$ cat config.mk
export PLATFORM = sky130hd
export DESIGN_NAME = disk_break_channel
export DESIGN_NICKNAME = d
export VERILOG_FILES = /design/src/design/pdp8_mem_pkg.sv /design/src/design/disk_break_channel.sv
export SDC_FILE = /design/constraint.sdc
export NUM_CORES = 1
export LEC_CHECK = 0
export BUFFER_PORTS_ARGS = -buffer_cell sky130_fd_sc_hd__buf_2
export CAP_MARGIN = 20
export CORE_MARGIN = 2
export CORE_UTILIZATION = 49
export DETAILED_ROUTE_END_ITERATION = 16
export PLACE_DENSITY_LB_ADDON = 0.3
export SYNTH_ARGS = -nofsm -noshare
export SYNTH_HDL_FRONTEND = slang
export SYNTH_SLANG_ARGS = --single-unit
$ cat constraint.sdc
create_clock -name clk -period 5.2 [get_ports clk]
set_clock_uncertainty 0.2 [all_clocks]
set_input_delay 0.26 -clock clk [delete_from_list [all_inputs] [get_ports clk]]
set_output_delay 0.26 -clock clk [all_outputs]
set_load 0.005 [all_outputs]
$ cat src/design/pdp8_mem_pkg.sv
package pdp8_mem_pkg;

  // bit 0 is the msb, as on the PDP-8
  typedef logic [0:11] word_t;
  typedef logic [0:2]  field_t;
  typedef logic [0:14] eaddr_t;  // field then 12-bit address

  typedef enum logic [4:0] {
    F0, FW, F1, F2, F3,
    D0, DW, D1, D2,
    E0, EW, E1, E2, E3,
    H0, HW, H1, H2, H3,
    DB0, DB1, DB2
  } major_state_e;

  // opcodes in instruction[0:2]
  localparam logic [0:2] AND = 3'o0;
  localparam logic [0:2] TAD = 3'o1;
  localparam logic [0:2] ISZ = 3'o2;
  localparam logic [0:2] DCA = 3'o3;
  localparam logic [0:2] JMS = 3'o4;
  localparam logic [0:2] JMP = 3'o5;
  localparam logic [0:2] IOT = 3'o6;
  localparam logic [0:2] OPR = 3'o7;

  localparam word_t HLT_WORD = 12'o7402;  // group 2 operate, halt bit only

  // one RAM access, read when write is low
  typedef struct packed {
    logic   valid;
    logic   write;
    eaddr_t addr;
    word_t  wdata;
  } mem_req_t;

endpackage
$ cat src/design/disk_break_channel.sv
module disk_break_channel (
  input  logic                       clk,
  input  logic                       reset,
  input  pdp8_mem_pkg::major_state_e state,
  input  logic                       go,
  input  pdp8_mem_pkg::eaddr_t       go_addr,
  input  pdp8_mem_pkg::word_t        go_count,
  input  logic                       to_disk,
  input  pdp8_mem_pkg::word_t        disk2mem,
  input  pdp8_mem_pkg::word_t        rdata,
  input  logic                       dma_rvalid,
  output pdp8_mem_pkg::mem_req_t     dma_req,
  output logic                       break_req,
  output logic                       disk_rd,
  output logic                       mem2disk_valid,
  output logic                       dma_done,
  output pdp8_mem_pkg::word_t        mem2disk
);
  import pdp8_mem_pkg::*;

  eaddr_t cur_addr;
  word_t  count;  // words left, 0 means 4096
  logic   dir;    // high for memory to disk
  logic   busy;
  logic   last;

  assign last = (count == 12'o0001);
  assign break_req = busy;
  assign disk_rd = (state == DB0) && busy && !dir;  // disk hands over one word

  always_comb begin
    dma_req = '0;
    dma_req.addr = cur_addr;
    dma_req.wdata = disk2mem;
    if (state == DB0 && busy) begin
      dma_req.valid = 1'b1;
      dma_req.write = !dir;
    end
  end

  always_ff @(posedge clk) begin
    if (reset) begin
      busy <= 1'b0;
      dma_done <= 1'b0;
      mem2disk_valid <= 1'b0;
    end else begin
      if (go && !busy) busy <= 1'b1;
      else if (state == DB1 && last) busy <= 1'b0;  // no further break after this one
      dma_done <= (state == DB2) && last;
      mem2disk_valid <= dma_rvalid;
    end
  end

  always_ff @(posedge clk) begin
    if (go && !busy) begin
      cur_addr <= go_addr;
      count <= go_count;
      dir <= to_disk;
    end else if (state == DB2) begin
      cur_addr <= cur_addr + 15'd1;  // wraps in the 15-bit space
      count <= count - 12'o0001;
    end
    if (dma_rvalid) mem2disk <= rdata;
  end

endmodule

==> impl_results.html, run 1 <==
<table>
<tr><th>Metric</th><th>Value</th></tr>
<tr><th colspan="2">Timing</th></tr>
<tr><td>Worst Max-Slew Pin Slew</td><td>0.5741 ns</td></tr>
<tr><td>Tightest hold margin</td><td>0.03078 ns</td></tr>
<tr><td>Peak Freq</td><td>415.2 MHz</td></tr>
<tr><td>Slew Viols, Final</td><td>0</td></tr>
<tr><td>Setup repair after global routing missed its margin</td><td>no</td></tr>
<tr><td>Minimum clock period</td><td>2.408 ns</td></tr>
<tr><td>Setup Total Neg Slack</td><td>0 ns</td></tr>
<tr><td>Rel. slew slack</td><td>61.43%</td></tr>
<tr><td>Total setup violations reported at the end of the flow</td><td>0</td></tr>
<tr><td>Tcrit/Tclk final</td><td>46.31%</td></tr>
<tr><td>Post-layout worst setup margin</td><td>2.792 ns</td></tr>
<tr><td>Number of hold-slack violations in the final timing report</td><td>0</td></tr>
<tr><th colspan="2">Critical path</th></tr>
<tr><td>Endpoint type of the worst setup path</td><td>flip-flop</td></tr>
<tr><td>Critical Path, Cell by Cell</td><td>nand2b_1 &gt; clkinv_1 &gt; a221o_1</td></tr>
<tr><td>Beginning of the critical path</td><td>break_req</td></tr>
<tr><td>Required @ worst endpoint</td><td>5.05 ns</td></tr>
<tr><td>Critical path arrival</td><td>2.25 ns</td></tr>
<tr><td>Capture point of the critical path</td><td>cur_addr[14]</td></tr>
<tr><td>Path type of the worst setup path</td><td>flip-flop to flip-flop</td></tr>
<tr><td>Launching point of the worst reg2reg path</td><td>break_req</td></tr>
<tr><td>Length in cells of the worst reg-to-reg path</td><td>3</td></tr>
<tr><td>Startpoint types</td><td>flip-flop</td></tr>
<tr><td>Largest stage delay on the critical path</td><td>0.62 ns</td></tr>
<tr><td>Reg2Reg Capture Point</td><td>cur_addr[14]</td></tr>
<tr><td>Critical path's slowest cell</td><td>sky130_fd_sc_hd__clkinv_1</td></tr>
<tr><td>Worst-path maximum fanout</td><td>21</td></tr>
<tr><td>R2R setup slack</td><td>2.79 ns</td></tr>
<tr><th colspan="2">Global route</th></tr>
<tr><td>Most used routing layer</td><td>met2</td></tr>
<tr><td>Largest net degree at the start of global routing</td><td>45</td></tr>
<tr><td>Via count of the first global-routing pass</td><td>1660</td></tr>
<tr><td>Met2 demand-to-capacity share in global routing</td><td>33.64%</td></tr>
<tr><td>Met3 Usage GRT</td><td>5.128%</td></tr>
<tr><td>Overall routing resource usage</td><td>19.92%</td></tr>
<tr><td>Antenna violations before repair</td><td>1</td></tr>
<tr><td>Routing usage on met1</td><td>24.11%</td></tr>
<tr><td>Wire length of the first global-routing pass</td><td>7659 um</td></tr>
<tr><td>Remaining Overflow, GRT</td><td>0</td></tr>
<tr><th colspan="2">Run status</th></tr>
<tr><td>Outcome</td><td>completed</td></tr>
<tr><th colspan="2">Power</th></tr>
<tr><td>Sequential group share of total power</td><td>53.3%</td></tr>
<tr><td>Relative contribution of the clock network to total power</td><td>31.7%</td></tr>
<tr><td>Sw Share</td><td>24.43%</td></tr>
<tr><td>Static leakage power</td><td>1.130 nW</td></tr>
<tr><td>Switching power of the nets</td><td>0.2009 mW</td></tr>
<tr><td>Power Dens Cells</td><td>288.7 nW/um2</td></tr>
<tr><td>Share of total power in combinational logic</td><td>15.1%</td></tr>
<tr><td>Sum of internal, switching and leakage power</td><td>0.8225 mW</td></tr>
<tr><td>Internal power consumption</td><td>0.6216 mW</td></tr>
<tr><td>IR Drop Worst-Case VDD</td><td>0.1926 mV</td></tr>
<tr><th colspan="2">Clocking</th></tr>
<tr><td>Clock-pin transition on the worst setup and hold timing paths</td><td>0.08 ns</td></tr>
<tr><td>CTS Root Cell</td><td>sky130_fd_sc_hd__clkbuf_8</td></tr>
<tr><td>Number of clock sinks</td><td>43</td></tr>
<tr><td>Clock tree buffer depth</td><td>2</td></tr>
<tr><td>Post_cts resized</td><td>0</td></tr>
<tr><td>Quantity of hold-fixing buffers added after cts</td><td>14</td></tr>
<tr><td>TritonCTS Buffers</td><td>5</td></tr>
<tr><td>Clock latency reported for the late side of the worst-skew pair</td><td>0.30 ns</td></tr>
<tr><td>Clock tree from TritonCTS</td><td>done</td></tr>
<tr><td>Setup bufs post-CTS</td><td>0</td></tr>
<tr><td>H-tree lvl count</td><td>2</td></tr>
<tr><th colspan="2">Placed design</th></tr>
<tr><td>Port Buffer Count</td><td>81</td></tr>
<tr><td>Global placer's final weighted congestion</td><td>0.7929</td></tr>
<tr><td>Post-placement worst setup slack</td><td>2.288 ns</td></tr>
<tr><td>HPWL after detailed placement</td><td>3303 um</td></tr>
<tr><th colspan="2">Floorplan</th></tr>
<tr><td>Die span in x</td><td>70.77 um</td></tr>
<tr><td>I/O pin count</td><td>106</td></tr>
<tr><td>Core ar.</td><td>4324 um2</td></tr>
<tr><td>Die boundary height</td><td>70.77 um</td></tr>
<tr><td>Initial cell density of the core</td><td>50.52%</td></tr>
<tr><td>Die Area</td><td>5008 um2</td></tr>
<tr><td>Number of core rows</td><td>24</td></tr>
<tr><th colspan="2">Synthesis</th></tr>
<tr><td>Area of the mapped netlist</td><td>2185 um2</td></tr>
<tr><td>Async set or reset register ratio after synthesis</td><td>0%</td></tr>
<tr><td>Distinct cells, synth</td><td>30</td></tr>
<tr><td>Mean area per synthesized cell</td><td>10.98 um2</td></tr>
<tr><td>Primary FF master, synth</td><td>sky130_fd_sc_hd__edfxtp_1</td></tr>
<tr><td>Post-synth EDFFs</td><td>40</td></tr>
<tr><td>Total number of yosys warnings</td><td>0</td></tr>
<tr><td>Net count after synthesis</td><td>263</td></tr>
<tr><td>Synthesized netlist cell count</td><td>199</td></tr>
<tr><td>Number of register bits inferred by synthesis</td><td>43</td></tr>
<tr><td>Sequential-to-total area share from yosys stat</td><td>57.73%</td></tr>
<tr><th colspan="2">Drt</th></tr>
<tr><td>Total wire length</td><td>4878 um</td></tr>
<tr><td>Routed wire per std cell</td><td>14.39 um</td></tr>
<tr><td>Residual DRC count</td><td>0</td></tr>
<tr><td>Count of nets left with antenna violations after detail routing</td><td>0</td></tr>
<tr><td>DR pass1 iterations</td><td>4</td></tr>
<tr><td>Via total after detailed routing</td><td>1721</td></tr>
<tr><td>Detailed Route Iter0 Violations</td><td>85</td></tr>
<tr><td>Drt via density</td><td>5.077</td></tr>
<tr><th colspan="2">Worst hold path</th></tr>
<tr><td>Startpoint of the worst hold path</td><td>go_addr[1]</td></tr>
<tr><td>Min-delay worst type</td><td>input port to flip-flop</td></tr>
<tr><th colspan="2">Layout</th></tr>
<tr><td>Final nets</td><td>349</td></tr>
<tr><td>End-of-flow core utilization</td><td>65.89%</td></tr>
<tr><td>Ratio of cells with drive above 1 in the final layout</td><td>34.27%</td></tr>
<tr><td>Commonest cells after routing, fill and taps aside</td><td>81 x sky130_fd_sc_hd__buf_2, 40 x sky130_fd_sc_hd__edfxtp_1, 31 x sky130_fd_sc_hd__nand2_1, 15 x sky130_fd_sc_hd__xnor2_1, 15 x sky130_fd_sc_hd__o21ai_0</td></tr>
<tr><td>Growth of design area from synthesis to finish</td><td>30.41%</td></tr>
<tr><td>Most frequent standard cell in the layout excluding fill and tap cells</td><td>sky130_fd_sc_hd__buf_2</td></tr>
<tr><th colspan="2">Run</th></tr>
<tr><td>Max-cap violations</td><td>0</td></tr>
</table>
==> metrics by stage <==
step	instance area [um2]	instances
6_report	2849	339
5_1_grt	2849	339
4_1_cts	2819	337
3_5_place_dp	2566	315
3_3_place_gp	2539	314
2_1_floorplan	2185	199
==> synth_stat cells, types with 3 or more instances <==
| cell | number | area share [%] |
|---|---|---|
| sky130_fd_sc_hd__edfxtp_1 | 40 | 55 |
| sky130_fd_sc_hd__xnor2_1 | 15 | 6.0 |
| sky130_fd_sc_hd__clkbuf_1 | 5 | 0.86 |
| sky130_fd_sc_hd__o21ai_0 | 15 | 3.4 |
| sky130_fd_sc_hd__xor2_1 | 6 | 2.4 |
| sky130_fd_sc_hd__nor3_1 | 8 | 1.8 |
| sky130_fd_sc_hd__nor4_1 | 5 | 1.4 |
| sky130_fd_sc_hd__nor2_1 | 13 | 2.2 |
| sky130_fd_sc_hd__nand2_1 | 31 | 5.3 |
| sky130_fd_sc_hd__nand4_1 | 3 | 0.86 |
| sky130_fd_sc_hd__buf_4 | 13 | 4.5 |
| sky130_fd_sc_hd__inv_1 | 4 | 0.69 |
| sky130_fd_sc_hd__ha_1 | 3 | 1.7 |
| sky130_fd_sc_hd__o21ai_1 | 4 | 0.92 |
| sky130_fd_sc_hd__dfxtp_1 | 3 | 2.7 |
| sky130_fd_sc_hd__nand3_1 | 7 | 1.6 |
| sky130_fd_sc_hd__nand2b_1 | 3 | 0.86 |
| sky130_fd_sc_hd__a21oi_1 | 4 | 0.92 |
==> layer usage <==
layer	up-vias	routed length, um	share of wire (%)
met2	48	2492	51
li1	869	-	-
met5	-	0	0
met4	0	128	2.6
met1	793	2041	42
met3	11	215	4.4
==> power groups by stage <==
stage | logic, mW | registers, mW | clock network (mW)
6_report | 0.124 | 0.438 | 0.261
5_1_grt | 0.138 | 0.442 | 0.282
4_1_cts | 0.121 | 0.438 | 0.267
3_5_place_dp | 0.112 | 0.445 | 0
3_3_place_gp | 0.104 | 0.445 | 0
2_1_floorplan | 0.0633 | 0.445 | 0
==> logic make-up after synthesis <==
group / after synthesis / share of synthesized area, %
DFF: 43 / 57.73
AOI/OAI and AO/OA: 28 / 7.102
buffers and inverters: 23 / 6.185
xor gates and xnor gates: 21 / 8.419
and+or+nand+nor: 81 / 18.84
adders and majority gates: 3 / 1.718
==> how the worst min path moves through the flow <==
stage	to	slack [ns]	cells past startpoint
floorplan	mem2disk_valid	0.13	1
global placement	mem2disk[11]	0.24	1
detailed placement	mem2disk[3]	0.24	1
CTS	cur_addr[1]	0.02	3
global route	cur_addr[6]	0.03	3
finish	cur_addr[1]	0.03	3
==> flip-flops by register name (all words and copies together) (netlist names) <==
name	flops
break_req	1
mem2disk_valid	1
dma_done	1
count	12
cur_addr	15
mem2disk	12
dir	1
==> area by class of cell <==
class	instances	area [um2]
Fill cell	354	1475
Sequential cell	43	1261
Clock inverter	3	43.79
Clock buffer	5	68.82
Antenna cell	1	2.502
Tap cell	52	65.06
Multi-Input combinational cell	133	788.3
Timing Repair Buffer	97	600.6
Inverter	5	18.77
==> worst max-delay path, delay by kind of cell (launching register included) <==
| kind | cells | cell delay (ns) |
|---|---|---|
| DFF | 1 | 0.37 |
| AOI/OAI and AO/OA | 1 | 0.53 |
| buffers and inverters | 1 | 0.62 |
| and+or+nand+nor | 1 | 0.44 |
No activity file was read; power rests on OpenSTA's default activity.
==> inputs of run 2 (changes only) <==
Settings changed: CORE_UTILIZATION 49 to 41.
Clock period 5.2 ns to 2.1 ns, I/O delays scaled along.
==> run 2 against run 1 <==
Hold slack worse by 0.027 ns. Critical path depth up 3. Global-route usage down 1.8 points. Utilization down 3.4 points. Power rose to 2.6 times the previous value. Setup slack worse by 2.7 ns. Maximum frequency up 20%. Sequential power up 150%. Combinational power rose to 2.9 times the previous value. Critical path type unchanged. Largest cell class unchanged. Highest routed layer unchanged.
==> impl_results.html, run 2 (synthesized netlist as in run 1, its figures left out) <==
<table>
<tr><th>Metric</th><th>Value</th></tr>
<tr><th colspan="2">Run</th></tr>
<tr><td>Max-cap violations</td><td>0 (unchanged)</td></tr>
<tr><th colspan="2">Layout</th></tr>
<tr><td>Number of fill cells in the layout</td><td>456 (+29%)</td></tr>
<tr><td>Most frequent standard cell in the layout excluding fill and tap cells</td><td>sky130_fd_sc_hd__buf_2</td></tr>
<tr><td>Most flops, register</td><td>cur_addr</td></tr>
<tr><td>End-of-flow core utilization</td><td>62.51% (-3.4 points)</td></tr>
<tr><td>Fin cells</td><td>393 (+16%)</td></tr>
<tr><td>Growth of design area from synthesis to finish</td><td>47.08%</td></tr>
<tr><td>Biggest regs</td><td>cur_addr (15), count (12), mem2disk (12)</td></tr>
<tr><td>Flip-flop count of the largest register, all copies and words added</td><td>15 (unchanged)</td></tr>
<tr><td>Commonest cells after routing, fill and taps aside</td><td>81 x sky130_fd_sc_hd__buf_2, 45 x sky130_fd_sc_hd__dlygate4sd3_1, 40 x sky130_fd_sc_hd__edfxtp_1, 31 x sky130_fd_sc_hd__nand2_1</td></tr>
<tr><td>Final nets</td><td>386 (+11%)</td></tr>
<tr><td>ANT cells</td><td>0 (-1)</td></tr>
<tr><td>Ratio of cells with drive above 1 in the final layout</td><td>32.82% (-1.4 points)</td></tr>
<tr><th colspan="2">Floorplan</th></tr>
<tr><td>Die Area</td><td>5928 um2 (+18%)</td></tr>
<tr><td>Number of core rows</td><td>26 (+8.3%)</td></tr>
<tr><td>Initial cell density of the core</td><td>42.50% (-8.0 points)</td></tr>
<tr><td>Core ar.</td><td>5140 um2 (+19%)</td></tr>
<tr><td>I/O pin count</td><td>106 (unchanged)</td></tr>
<tr><td>Die boundary height</td><td>77.00 um (+8.8%)</td></tr>
<tr><td>Die span in x</td><td>77.00 um (+8.8%)</td></tr>
<tr><th colspan="2">Power</th></tr>
<tr><td>Relative contribution of the clock network to total power</td><td>31.7% (about the same)</td></tr>
<tr><td>Sum of internal, switching and leakage power</td><td>2.106 mW (+160%)</td></tr>
<tr><td>Share of total power in combinational logic</td><td>16.9% (+1.8 points)</td></tr>
<tr><td>Static leakage power</td><td>1.278 nW (+13%)</td></tr>
<tr><td>Sw Share</td><td>23.55% (-0.88 points)</td></tr>
<tr><td>Switching power of the nets</td><td>0.4958 mW (+150%)</td></tr>
<tr><td>IR Drop Worst-Case VDD</td><td>0.3363 mV (+75%)</td></tr>
<tr><td>Internal power consumption</td><td>1.610 mW (+160%)</td></tr>
<tr><td>Sequential group share of total power</td><td>51.4% (-1.9 points)</td></tr>
<tr><td>Power Dens Cells</td><td>655.3 nW/um2 (+130%)</td></tr>
<tr><th colspan="2">Timing</th></tr>
<tr><td>Total setup violations reported at the end of the flow</td><td>0 (unchanged)</td></tr>
<tr><td>Rel. slew slack</td><td>66.84% (+5.4 points)</td></tr>
<tr><td>Worst Max-Slew Pin Slew</td><td>0.4928 ns (-0.08130 ns)</td></tr>
<tr><td>Slew Viols, Final</td><td>0 (unchanged)</td></tr>
<tr><td>Peak Freq</td><td>497.9 MHz (+20%)</td></tr>
<tr><td>Setup Total Neg Slack</td><td>0 ns (unchanged)</td></tr>
<tr><td>Setup repair after global routing missed its margin</td><td>no</td></tr>
<tr><td>Tcrit/Tclk final</td><td>95.64% (+49 points)</td></tr>
<tr><td>Minimum clock period</td><td>2.008 ns (-0.3999 ns)</td></tr>
<tr><td>Number of hold-slack violations in the final timing report</td><td>0 (unchanged)</td></tr>
<tr><th colspan="2">Critical path</th></tr>
<tr><td>Critical path arrival</td><td>1.86 ns (-0.39 ns)</td></tr>
<tr><td>Path type of the worst setup path</td><td>flip-flop to flip-flop</td></tr>
<tr><td>Largest stage delay on the critical path</td><td>0.51 ns (-0.11 ns)</td></tr>
<tr><td>Required @ worst endpoint</td><td>1.95 ns (-3.10 ns)</td></tr>
<tr><td>Worst-path maximum fanout</td><td>4 (-81%)</td></tr>
<tr><td>Critical Path, Cell by Cell</td><td>inv_2 &gt; ha_2 &gt; or4b_4 &gt; nor3b_2 &gt; xnor2_1 &gt; o21ai_2</td></tr>
<tr><td>Startpoint types</td><td>flip-flop</td></tr>
<tr><td>Critical path's slowest cell</td><td>sky130_fd_sc_hd__or4b_4</td></tr>
<tr><td>Length in cells of the worst reg-to-reg path</td><td>6 (+3)</td></tr>
<tr><td>Endpoint type of the worst setup path</td><td>flip-flop</td></tr>
<tr><th colspan="2">Drt</th></tr>
<tr><td>Routed wire per std cell</td><td>12.94 um (-10%)</td></tr>
<tr><td>DR pass1 iterations</td><td>4 (unchanged)</td></tr>
<tr><td>Count of nets left with antenna violations after detail routing</td><td>0 (unchanged)</td></tr>
<tr><td>Residual DRC count</td><td>0 (unchanged)</td></tr>
<tr><td>Drt via density</td><td>4.725 (-6.9%)</td></tr>
<tr><td>Total wire length</td><td>5084 um (+4.2%)</td></tr>
<tr><td>Detailed Route Iter0 Violations</td><td>71 (-16%)</td></tr>
<tr><td>Via total after detailed routing</td><td>1857 (+7.9%)</td></tr>
<tr><th colspan="2">Worst hold path</th></tr>
<tr><td>Min-delay worst type</td><td>input port to flip-flop</td></tr>
<tr><td>Number of cells on the worst hold path</td><td>1 (-2)</td></tr>
<tr><th colspan="2">Global route</th></tr>
<tr><td>Via count of the first global-routing pass</td><td>1882 (+13%)</td></tr>
<tr><td>Overall routing resource usage</td><td>18.14% (-1.8 points)</td></tr>
<tr><td>Antenna violations before repair</td><td>0 (-1)</td></tr>
<tr><td>Wire length of the first global-routing pass</td><td>8500 um (+11%)</td></tr>
<tr><td>Remaining Overflow, GRT</td><td>0 (unchanged)</td></tr>
<tr><td>Largest net degree at the start of global routing</td><td>28 (-38%)</td></tr>
<tr><th colspan="2">Placed design</th></tr>
<tr><td>Port Buffer Count</td><td>81 (unchanged)</td></tr>
<tr><td>Instance count after placement with tap cells included</td><td>340 (+7.9%)</td></tr>
<tr><td>Global placer's final weighted congestion</td><td>0.7949 (+0.25%)</td></tr>
<tr><td>HPWL after detailed placement</td><td>3346 um (+1.3%)</td></tr>
<tr><th colspan="2">Run status</th></tr>
<tr><td>Outcome</td><td>completed</td></tr>
<tr><th colspan="2">Clocking</th></tr>
<tr><td>Clock tree from TritonCTS</td><td>done</td></tr>
<tr><td>TritonCTS Buffers</td><td>5 (unchanged)</td></tr>
<tr><td>Number of clock sinks</td><td>43 (unchanged)</td></tr>
<tr><td>H-tree lvl count</td><td>2 (unchanged)</td></tr>
<tr><td>Clock-pin transition on the worst setup and hold timing paths</td><td>0.08 ns (about the same)</td></tr>
<tr><td>Clock tree buffer depth</td><td>2 (unchanged)</td></tr>
<tr><td>Clock latency reported for the late side of the worst-skew pair</td><td>0.29 ns (about the same)</td></tr>
<tr><td>CTS Root Cell</td><td>sky130_fd_sc_hd__clkbuf_8</td></tr>
</table>
-- run 2: cell count changes in the layout (fill, tap and decap cells not counted) --
cell,previous run,this run
sky130_fd_sc_hd__buf_12,0,1
sky130_fd_sc_hd__buf_16,2,0
sky130_fd_sc_hd__buf_4,0,7
sky130_fd_sc_hd__clkbuf_8,5,6
sky130_fd_sc_hd__clkinv_4,1,0
sky130_fd_sc_hd__diode_2,1,0
sky130_fd_sc_hd__dlygate4sd3_1,14,45
sky130_fd_sc_hd__ha_1,3,2
sky130_fd_sc_hd__ha_2,0,1
sky130_fd_sc_hd__inv_1,4,3
sky130_fd_sc_hd__inv_2,0,1
sky130_fd_sc_hd__nor4_2,2,1
sky130_fd_sc_hd__nor4_4,0,1
-- run 2: layout make-up --
cell class | count | area [um2] | area share [%]
Inverter | 5 | 18.77 | 0.5841
Clock inverter | 2 | 35.03 | 1.090
Multi-Input combinational cell | 133 | 799.5 | 24.88
Tap cell | 70 | 87.58 | 2.726
Timing Repair Buffer | 134 | 928.4 | 28.89
Sequential cell | 43 | 1261 | 39.25
Clock buffer | 6 | 82.58 | 2.570
-- run 2: metal layers --
metal | routed length [um] | vias up | track usage (%)
li1 | - | 944 | -
met4 | 106 | 0 | 6.429
met1 | 2125 | 845 | 21.68
met2 | 2586 | 58 | 32.19
met5 | 0 | - | 0
met3 | 266 | 10 | 3.882
-- run 2: path summary, 6_finish.rpt --
| path | end | slack [ns] | startpoint |
|---|---|---|---|
| max | count[10] | 0.09 | count[1] |
| min | mem2disk[10] | 0.004 | dma_rvalid |
| max reg2reg | count[10] | 0.09 | count[1] |
| min reg2reg | break_req | 0.33 | break_req |
-- run 2: what timing repair did --
action,CTS,global route
hold buffers,45,0
endpoints found under the setup margin,0,2
setup buffers,0,0
endpoints found under the hold margin,43,0
gates resized for setup,0,3
-- run 2: critical path, delay by kind of cell (launching register included) --
kind | cells | cell delay, ns
buf+inv | 1 | 0.08
xor+xnor | 1 | 0.15
fa+ha+maj | 1 | 0.17
flops | 1 | 0.40
compound gates | 1 | 0.06
simple gates | 2 | 0.70
-- run 2: power by group through the flow --
stage	Sequential [mW]	Clock, mW	Combinational [mW]
floorplan	1.10	0	0.157
global placement	1.10	0	0.284
detailed placement	1.10	0	0.291
CTS	1.08	0.688	0.355
global route	1.09	0.727	0.398
finish	1.08	0.667	0.355
-- run 2: stage by stage --
step	cell area, um2	setup slack (ns)	hold slack (ns)
6_report	3213	0.09159	0.003634
5_1_grt	3213	0.003263	0.001453
4_1_cts	3202	0.07125	0.00009989
3_5_place_dp	2634	0.07007	0.01003
3_3_place_gp	2634	0.1328	0.01003
2_1_floorplan	2185	0.08914	-0.02339
==> inputs of run 3 (changes only) <==
Settings changed: CELL_PAD_IN_SITES_DETAIL_PLACEMENT set to 0, CELL_PAD_IN_SITES_GLOBAL_PLACEMENT set to 2, CORE_UTILIZATION 41 to 24.
==> run 3 against run 2 <==
Sequential share of layout area shrank 0.62 points. Non-clock buffer count grew 2. Critical path depth is the same. Setup slack gained 0.012 ns. Maximum frequency grew 0.59%. Clock power grew 1%. Sequential power is essentially flat. Final area grew 1.6%. Power grew 0.60%. Cell count grew 10%.
==> impl_results.html, run 3 (synthesized netlist as in run 1, its figures left out) <==
<table>
<tr><th>Metric</th><th>Value</th></tr>
<tr><th colspan="2">Run status</th></tr>
<tr><td>Outcome</td><td>completed</td></tr>
<tr><th colspan="2">Clocking</th></tr>
<tr><td>Clock-pin transition on the worst setup and hold timing paths</td><td>0.09 ns (about the same)</td></tr>
<tr><td>TritonCTS Buffers</td><td>5 (unchanged)</td></tr>
<tr><td>Number of clock sinks</td><td>43 (unchanged)</td></tr>
<tr><td>Setup bufs post-CTS</td><td>0 (unchanged)</td></tr>
<tr><td>Clock tree from TritonCTS</td><td>done</td></tr>
<tr><td>CTS Root Cell</td><td>sky130_fd_sc_hd__clkbuf_8</td></tr>
<tr><td>Clock tree buffer depth</td><td>2 (unchanged)</td></tr>
<tr><td>H-tree lvl count</td><td>2 (unchanged)</td></tr>
<tr><td>Post_cts resized</td><td>0 (unchanged)</td></tr>
<tr><td>Clock latency reported for the late side of the worst-skew pair</td><td>0.29 ns (about the same)</td></tr>
<tr><th colspan="2">Layout</th></tr>
<tr><td>Fin cells</td><td>433 (+10%)</td></tr>
<tr><td>ANT cells</td><td>0 (unchanged)</td></tr>
<tr><td>Final nets</td><td>388 (+0.52%)</td></tr>
<tr><td>Number of fill cells in the layout</td><td>921 (+100%)</td></tr>
<tr><td>Design area</td><td>3264 um2 (+1.6%)</td></tr>
<tr><td>Ratio of cells with drive above 1 in the final layout</td><td>32.62% (-0.20 points)</td></tr>
<tr><td>Most frequent standard cell in the layout excluding fill and tap cells</td><td>sky130_fd_sc_hd__buf_2</td></tr>
<tr><td>Most flops, register</td><td>cur_addr</td></tr>
<tr><td>End-of-flow core utilization</td><td>37.25% (-25 points)</td></tr>
<tr><td>Biggest regs</td><td>cur_addr (15), count (12), mem2disk (12)</td></tr>
<tr><td>Flip-flop count of the largest register, all copies and words added</td><td>15 (unchanged)</td></tr>
<tr><td>Commonest cells after routing, fill and taps aside</td><td>81 x sky130_fd_sc_hd__buf_2, 45 x sky130_fd_sc_hd__dlygate4sd3_1, 40 x sky130_fd_sc_hd__edfxtp_1, 31 x sky130_fd_sc_hd__nand2_1</td></tr>
<tr><td>Growth of design area from synthesis to finish</td><td>49.43%</td></tr>
<tr><th colspan="2">Critical path</th></tr>
<tr><td>Length in cells of the worst reg-to-reg path</td><td>6 (unchanged)</td></tr>
<tr><td>R2R setup slack</td><td>0.10 ns (about the same)</td></tr>
<tr><td>Worst-path maximum fanout</td><td>4 (unchanged)</td></tr>
<tr><td>Path type of the worst setup path</td><td>flip-flop to flip-flop</td></tr>
<tr><td>Startpoint types</td><td>flip-flop</td></tr>
<tr><td>Critical path arrival</td><td>1.85 ns (about the same)</td></tr>
<tr><td>Required @ worst endpoint</td><td>1.95 ns (about the same)</td></tr>
<tr><td>Endpoint type of the worst setup path</td><td>flip-flop</td></tr>
<tr><th colspan="2">Timing</th></tr>
<tr><td>Slew Viols, Final</td><td>0 (unchanged)</td></tr>
<tr><td>Total setup violations reported at the end of the flow</td><td>0 (unchanged)</td></tr>
<tr><td>Rel. slew slack</td><td>73.82% (+7.0 points)</td></tr>
<tr><td>Tcrit/Tclk final</td><td>95.08% (-0.56 points)</td></tr>
<tr><td>Peak Freq</td><td>500.8 MHz (+0.59%)</td></tr>
<tr><td>Number of hold-slack violations in the final timing report</td><td>0 (unchanged)</td></tr>
<tr><td>Setup repair after global routing missed its margin</td><td>no</td></tr>
<tr><td>Worst Max-Slew Pin Slew</td><td>0.3891 ns (-0.1038 ns)</td></tr>
<tr><td>Setup Total Neg Slack</td><td>0 ns (unchanged)</td></tr>
<tr><td>Minimum clock period</td><td>1.997 ns (-0.01177 ns)</td></tr>
<tr><th colspan="2">Power</th></tr>
<tr><td>Switching power of the nets</td><td>0.5062 mW (+2.1%)</td></tr>
<tr><td>Sw Share</td><td>23.90% (+0.35 points)</td></tr>
<tr><td>Internal power consumption</td><td>1.612 mW (+0.14%)</td></tr>
<tr><td>Static leakage power</td><td>1.289 nW (+0.86%)</td></tr>
<tr><td>Share of total power in combinational logic</td><td>17.1% (+0.2 points)</td></tr>
<tr><td>Sequential group share of total power</td><td>51.0% (-0.4 points)</td></tr>
<tr><td>IR Drop Worst-Case VDD</td><td>0.4320 mV (+28%)</td></tr>
<tr><td>Relative contribution of the clock network to total power</td><td>32.0% (+0.3 points)</td></tr>
<tr><td>Power Dens Cells</td><td>648.9 nW/um2 (-0.98%)</td></tr>
<tr><td>Sum of internal, switching and leakage power</td><td>2.118 mW (+0.60%)</td></tr>
<tr><th colspan="2">Global route</th></tr>
<tr><td>Remaining Overflow, GRT</td><td>0 (unchanged)</td></tr>
<tr><td>Overall routing resource usage</td><td>11.57% (-6.6 points)</td></tr>
<tr><td>Wire length of the first global-routing pass</td><td>8970 um (+5.5%)</td></tr>
<tr><td>Largest net degree at the start of global routing</td><td>29 (+3.6%)</td></tr>
<tr><td>Antenna violations before repair</td><td>0 (unchanged)</td></tr>
<tr><td>Via count of the first global-routing pass</td><td>1845 (-2.0%)</td></tr>
<tr><th colspan="2">Worst hold path</th></tr>
<tr><td>Number of cells on the worst hold path</td><td>0 (-1)</td></tr>
<tr><td>Min-delay worst type</td><td>input port to output port</td></tr>
<tr><th colspan="2">Placed design</th></tr>
<tr><td>Placement Cell Area</td><td>2696 um2 (+2.4%)</td></tr>
<tr><td>Port Buffer Count</td><td>81 (unchanged)</td></tr>
<tr><td>HPWL after detailed placement</td><td>4019 um (+20%)</td></tr>
<tr><td>Instance count after placement with tap cells included</td><td>380 (+12%)</td></tr>
<tr><td>Global placer's final weighted congestion</td><td>0.6988 (-12%)</td></tr>
<tr><th colspan="2">Run</th></tr>
<tr><td>Max-cap violations</td><td>0 (unchanged)</td></tr>
<tr><th colspan="2">Drt</th></tr>
<tr><td>Detailed Route Iter0 Violations</td><td>98 (+38%)</td></tr>
<tr><td>Count of nets left with antenna violations after detail routing</td><td>0 (unchanged)</td></tr>
<tr><td>Drt via density</td><td>4.215 (-11%)</td></tr>
<tr><td>DR pass1 iterations</td><td>4 (unchanged)</td></tr>
<tr><td>Total wire length</td><td>5597 um (+10%)</td></tr>
<tr><td>Via total after detailed routing</td><td>1825 (-1.7%)</td></tr>
<tr><td>Routed wire per std cell</td><td>12.93 um (about the same)</td></tr>
<tr><td>Residual DRC count</td><td>0 (unchanged)</td></tr>
<tr><th colspan="2">Floorplan</th></tr>
<tr><td>Number of core rows</td><td>34 (+31%)</td></tr>
<tr><td>Die span in x</td><td>99.41 um (+29%)</td></tr>
<tr><td>I/O pin count</td><td>106 (unchanged)</td></tr>
<tr><td>Die boundary height</td><td>99.41 um (+29%)</td></tr>
<tr><td>Die Area</td><td>9881 um2 (+67%)</td></tr>
<tr><td>Core ar.</td><td>8763 um2 (+70%)</td></tr>
<tr><td>Initial cell density of the core</td><td>24.93% (-18 points)</td></tr>
</table>
==> run 3: final timing paths <==
path | from | end
worst max-delay path | count[1] | count[8]
worst min-delay path | disk2mem[10] | dma_req[10]
worst max register to register | count[1] | count[8]
worst min register to register | break_req | break_req
==> run 3: worst max-delay path: stages (launching register included) <==
cell and delay, ns:
sky130_fd_sc_hd__edfxtp_1 0.39, sky130_fd_sc_hd__inv_1 0.09, sky130_fd_sc_hd__ha_1 0.16, sky130_fd_sc_hd__or4b_4 0.50, sky130_fd_sc_hd__nor4_2 0.18, sky130_fd_sc_hd__xnor2_1 0.17, sky130_fd_sc_hd__o21ai_2 0.07
==> run 3: per-stage QoR <==
step / hold WS, ns / setup WS, ns
CTS: 0.002109 / 0.07085
detailed placement: 0.01003 / 0.08062
floorplan: -0.02339 / 0.08914
finish: 0.01000 / 0.1034
global route: 0.006502 / 0.0005038
global placement: 0.01003 / 0.1193
==> run 3: final cells by class <==
| class | instances | area, um2 | area share, % |
|---|---|---|---|
| tap | 108 | 135.1 | 4.140 |
| timing repair buffer | 136 | 943.4 | 28.90 |
| clock inverter | 2 | 35.03 | 1.073 |
| inverter | 5 | 18.77 | 0.5749 |
| sequential | 43 | 1261 | 38.64 |
| multi-input combinational | 133 | 788.3 | 24.15 |
| clock buffer | 6 | 82.58 | 2.530 |
==> run 3: layer usage <==
metal,track usage [%],vias to the layer above,wire (um)
met5,0,-,0
met1,14.54,838,2514
li1,-,944,-
met2,19.59,35,2762
met3,2.600,8,228
met4,4.004,0,92
==> run 3: power groups by stage <==
stage / registers (mW) / clock network, mW / logic, mW
floorplan: 1.10 / 0 / 0.157
CTS: 1.08 / 0.706 / 0.371
global placement: 1.10 / 0 / 0.304
detailed placement: 1.10 / 0 / 0.305
finish: 1.08 / 0.677 / 0.362
global route: 1.09 / 0.741 / 0.407
==> run 3: timing repair <==
item | 4_1_cts | 5_1_grt
hold buffers | 45 | 0
hold endpoints to repair | 43 | 0
setup endpoints to repair | 0 | 1
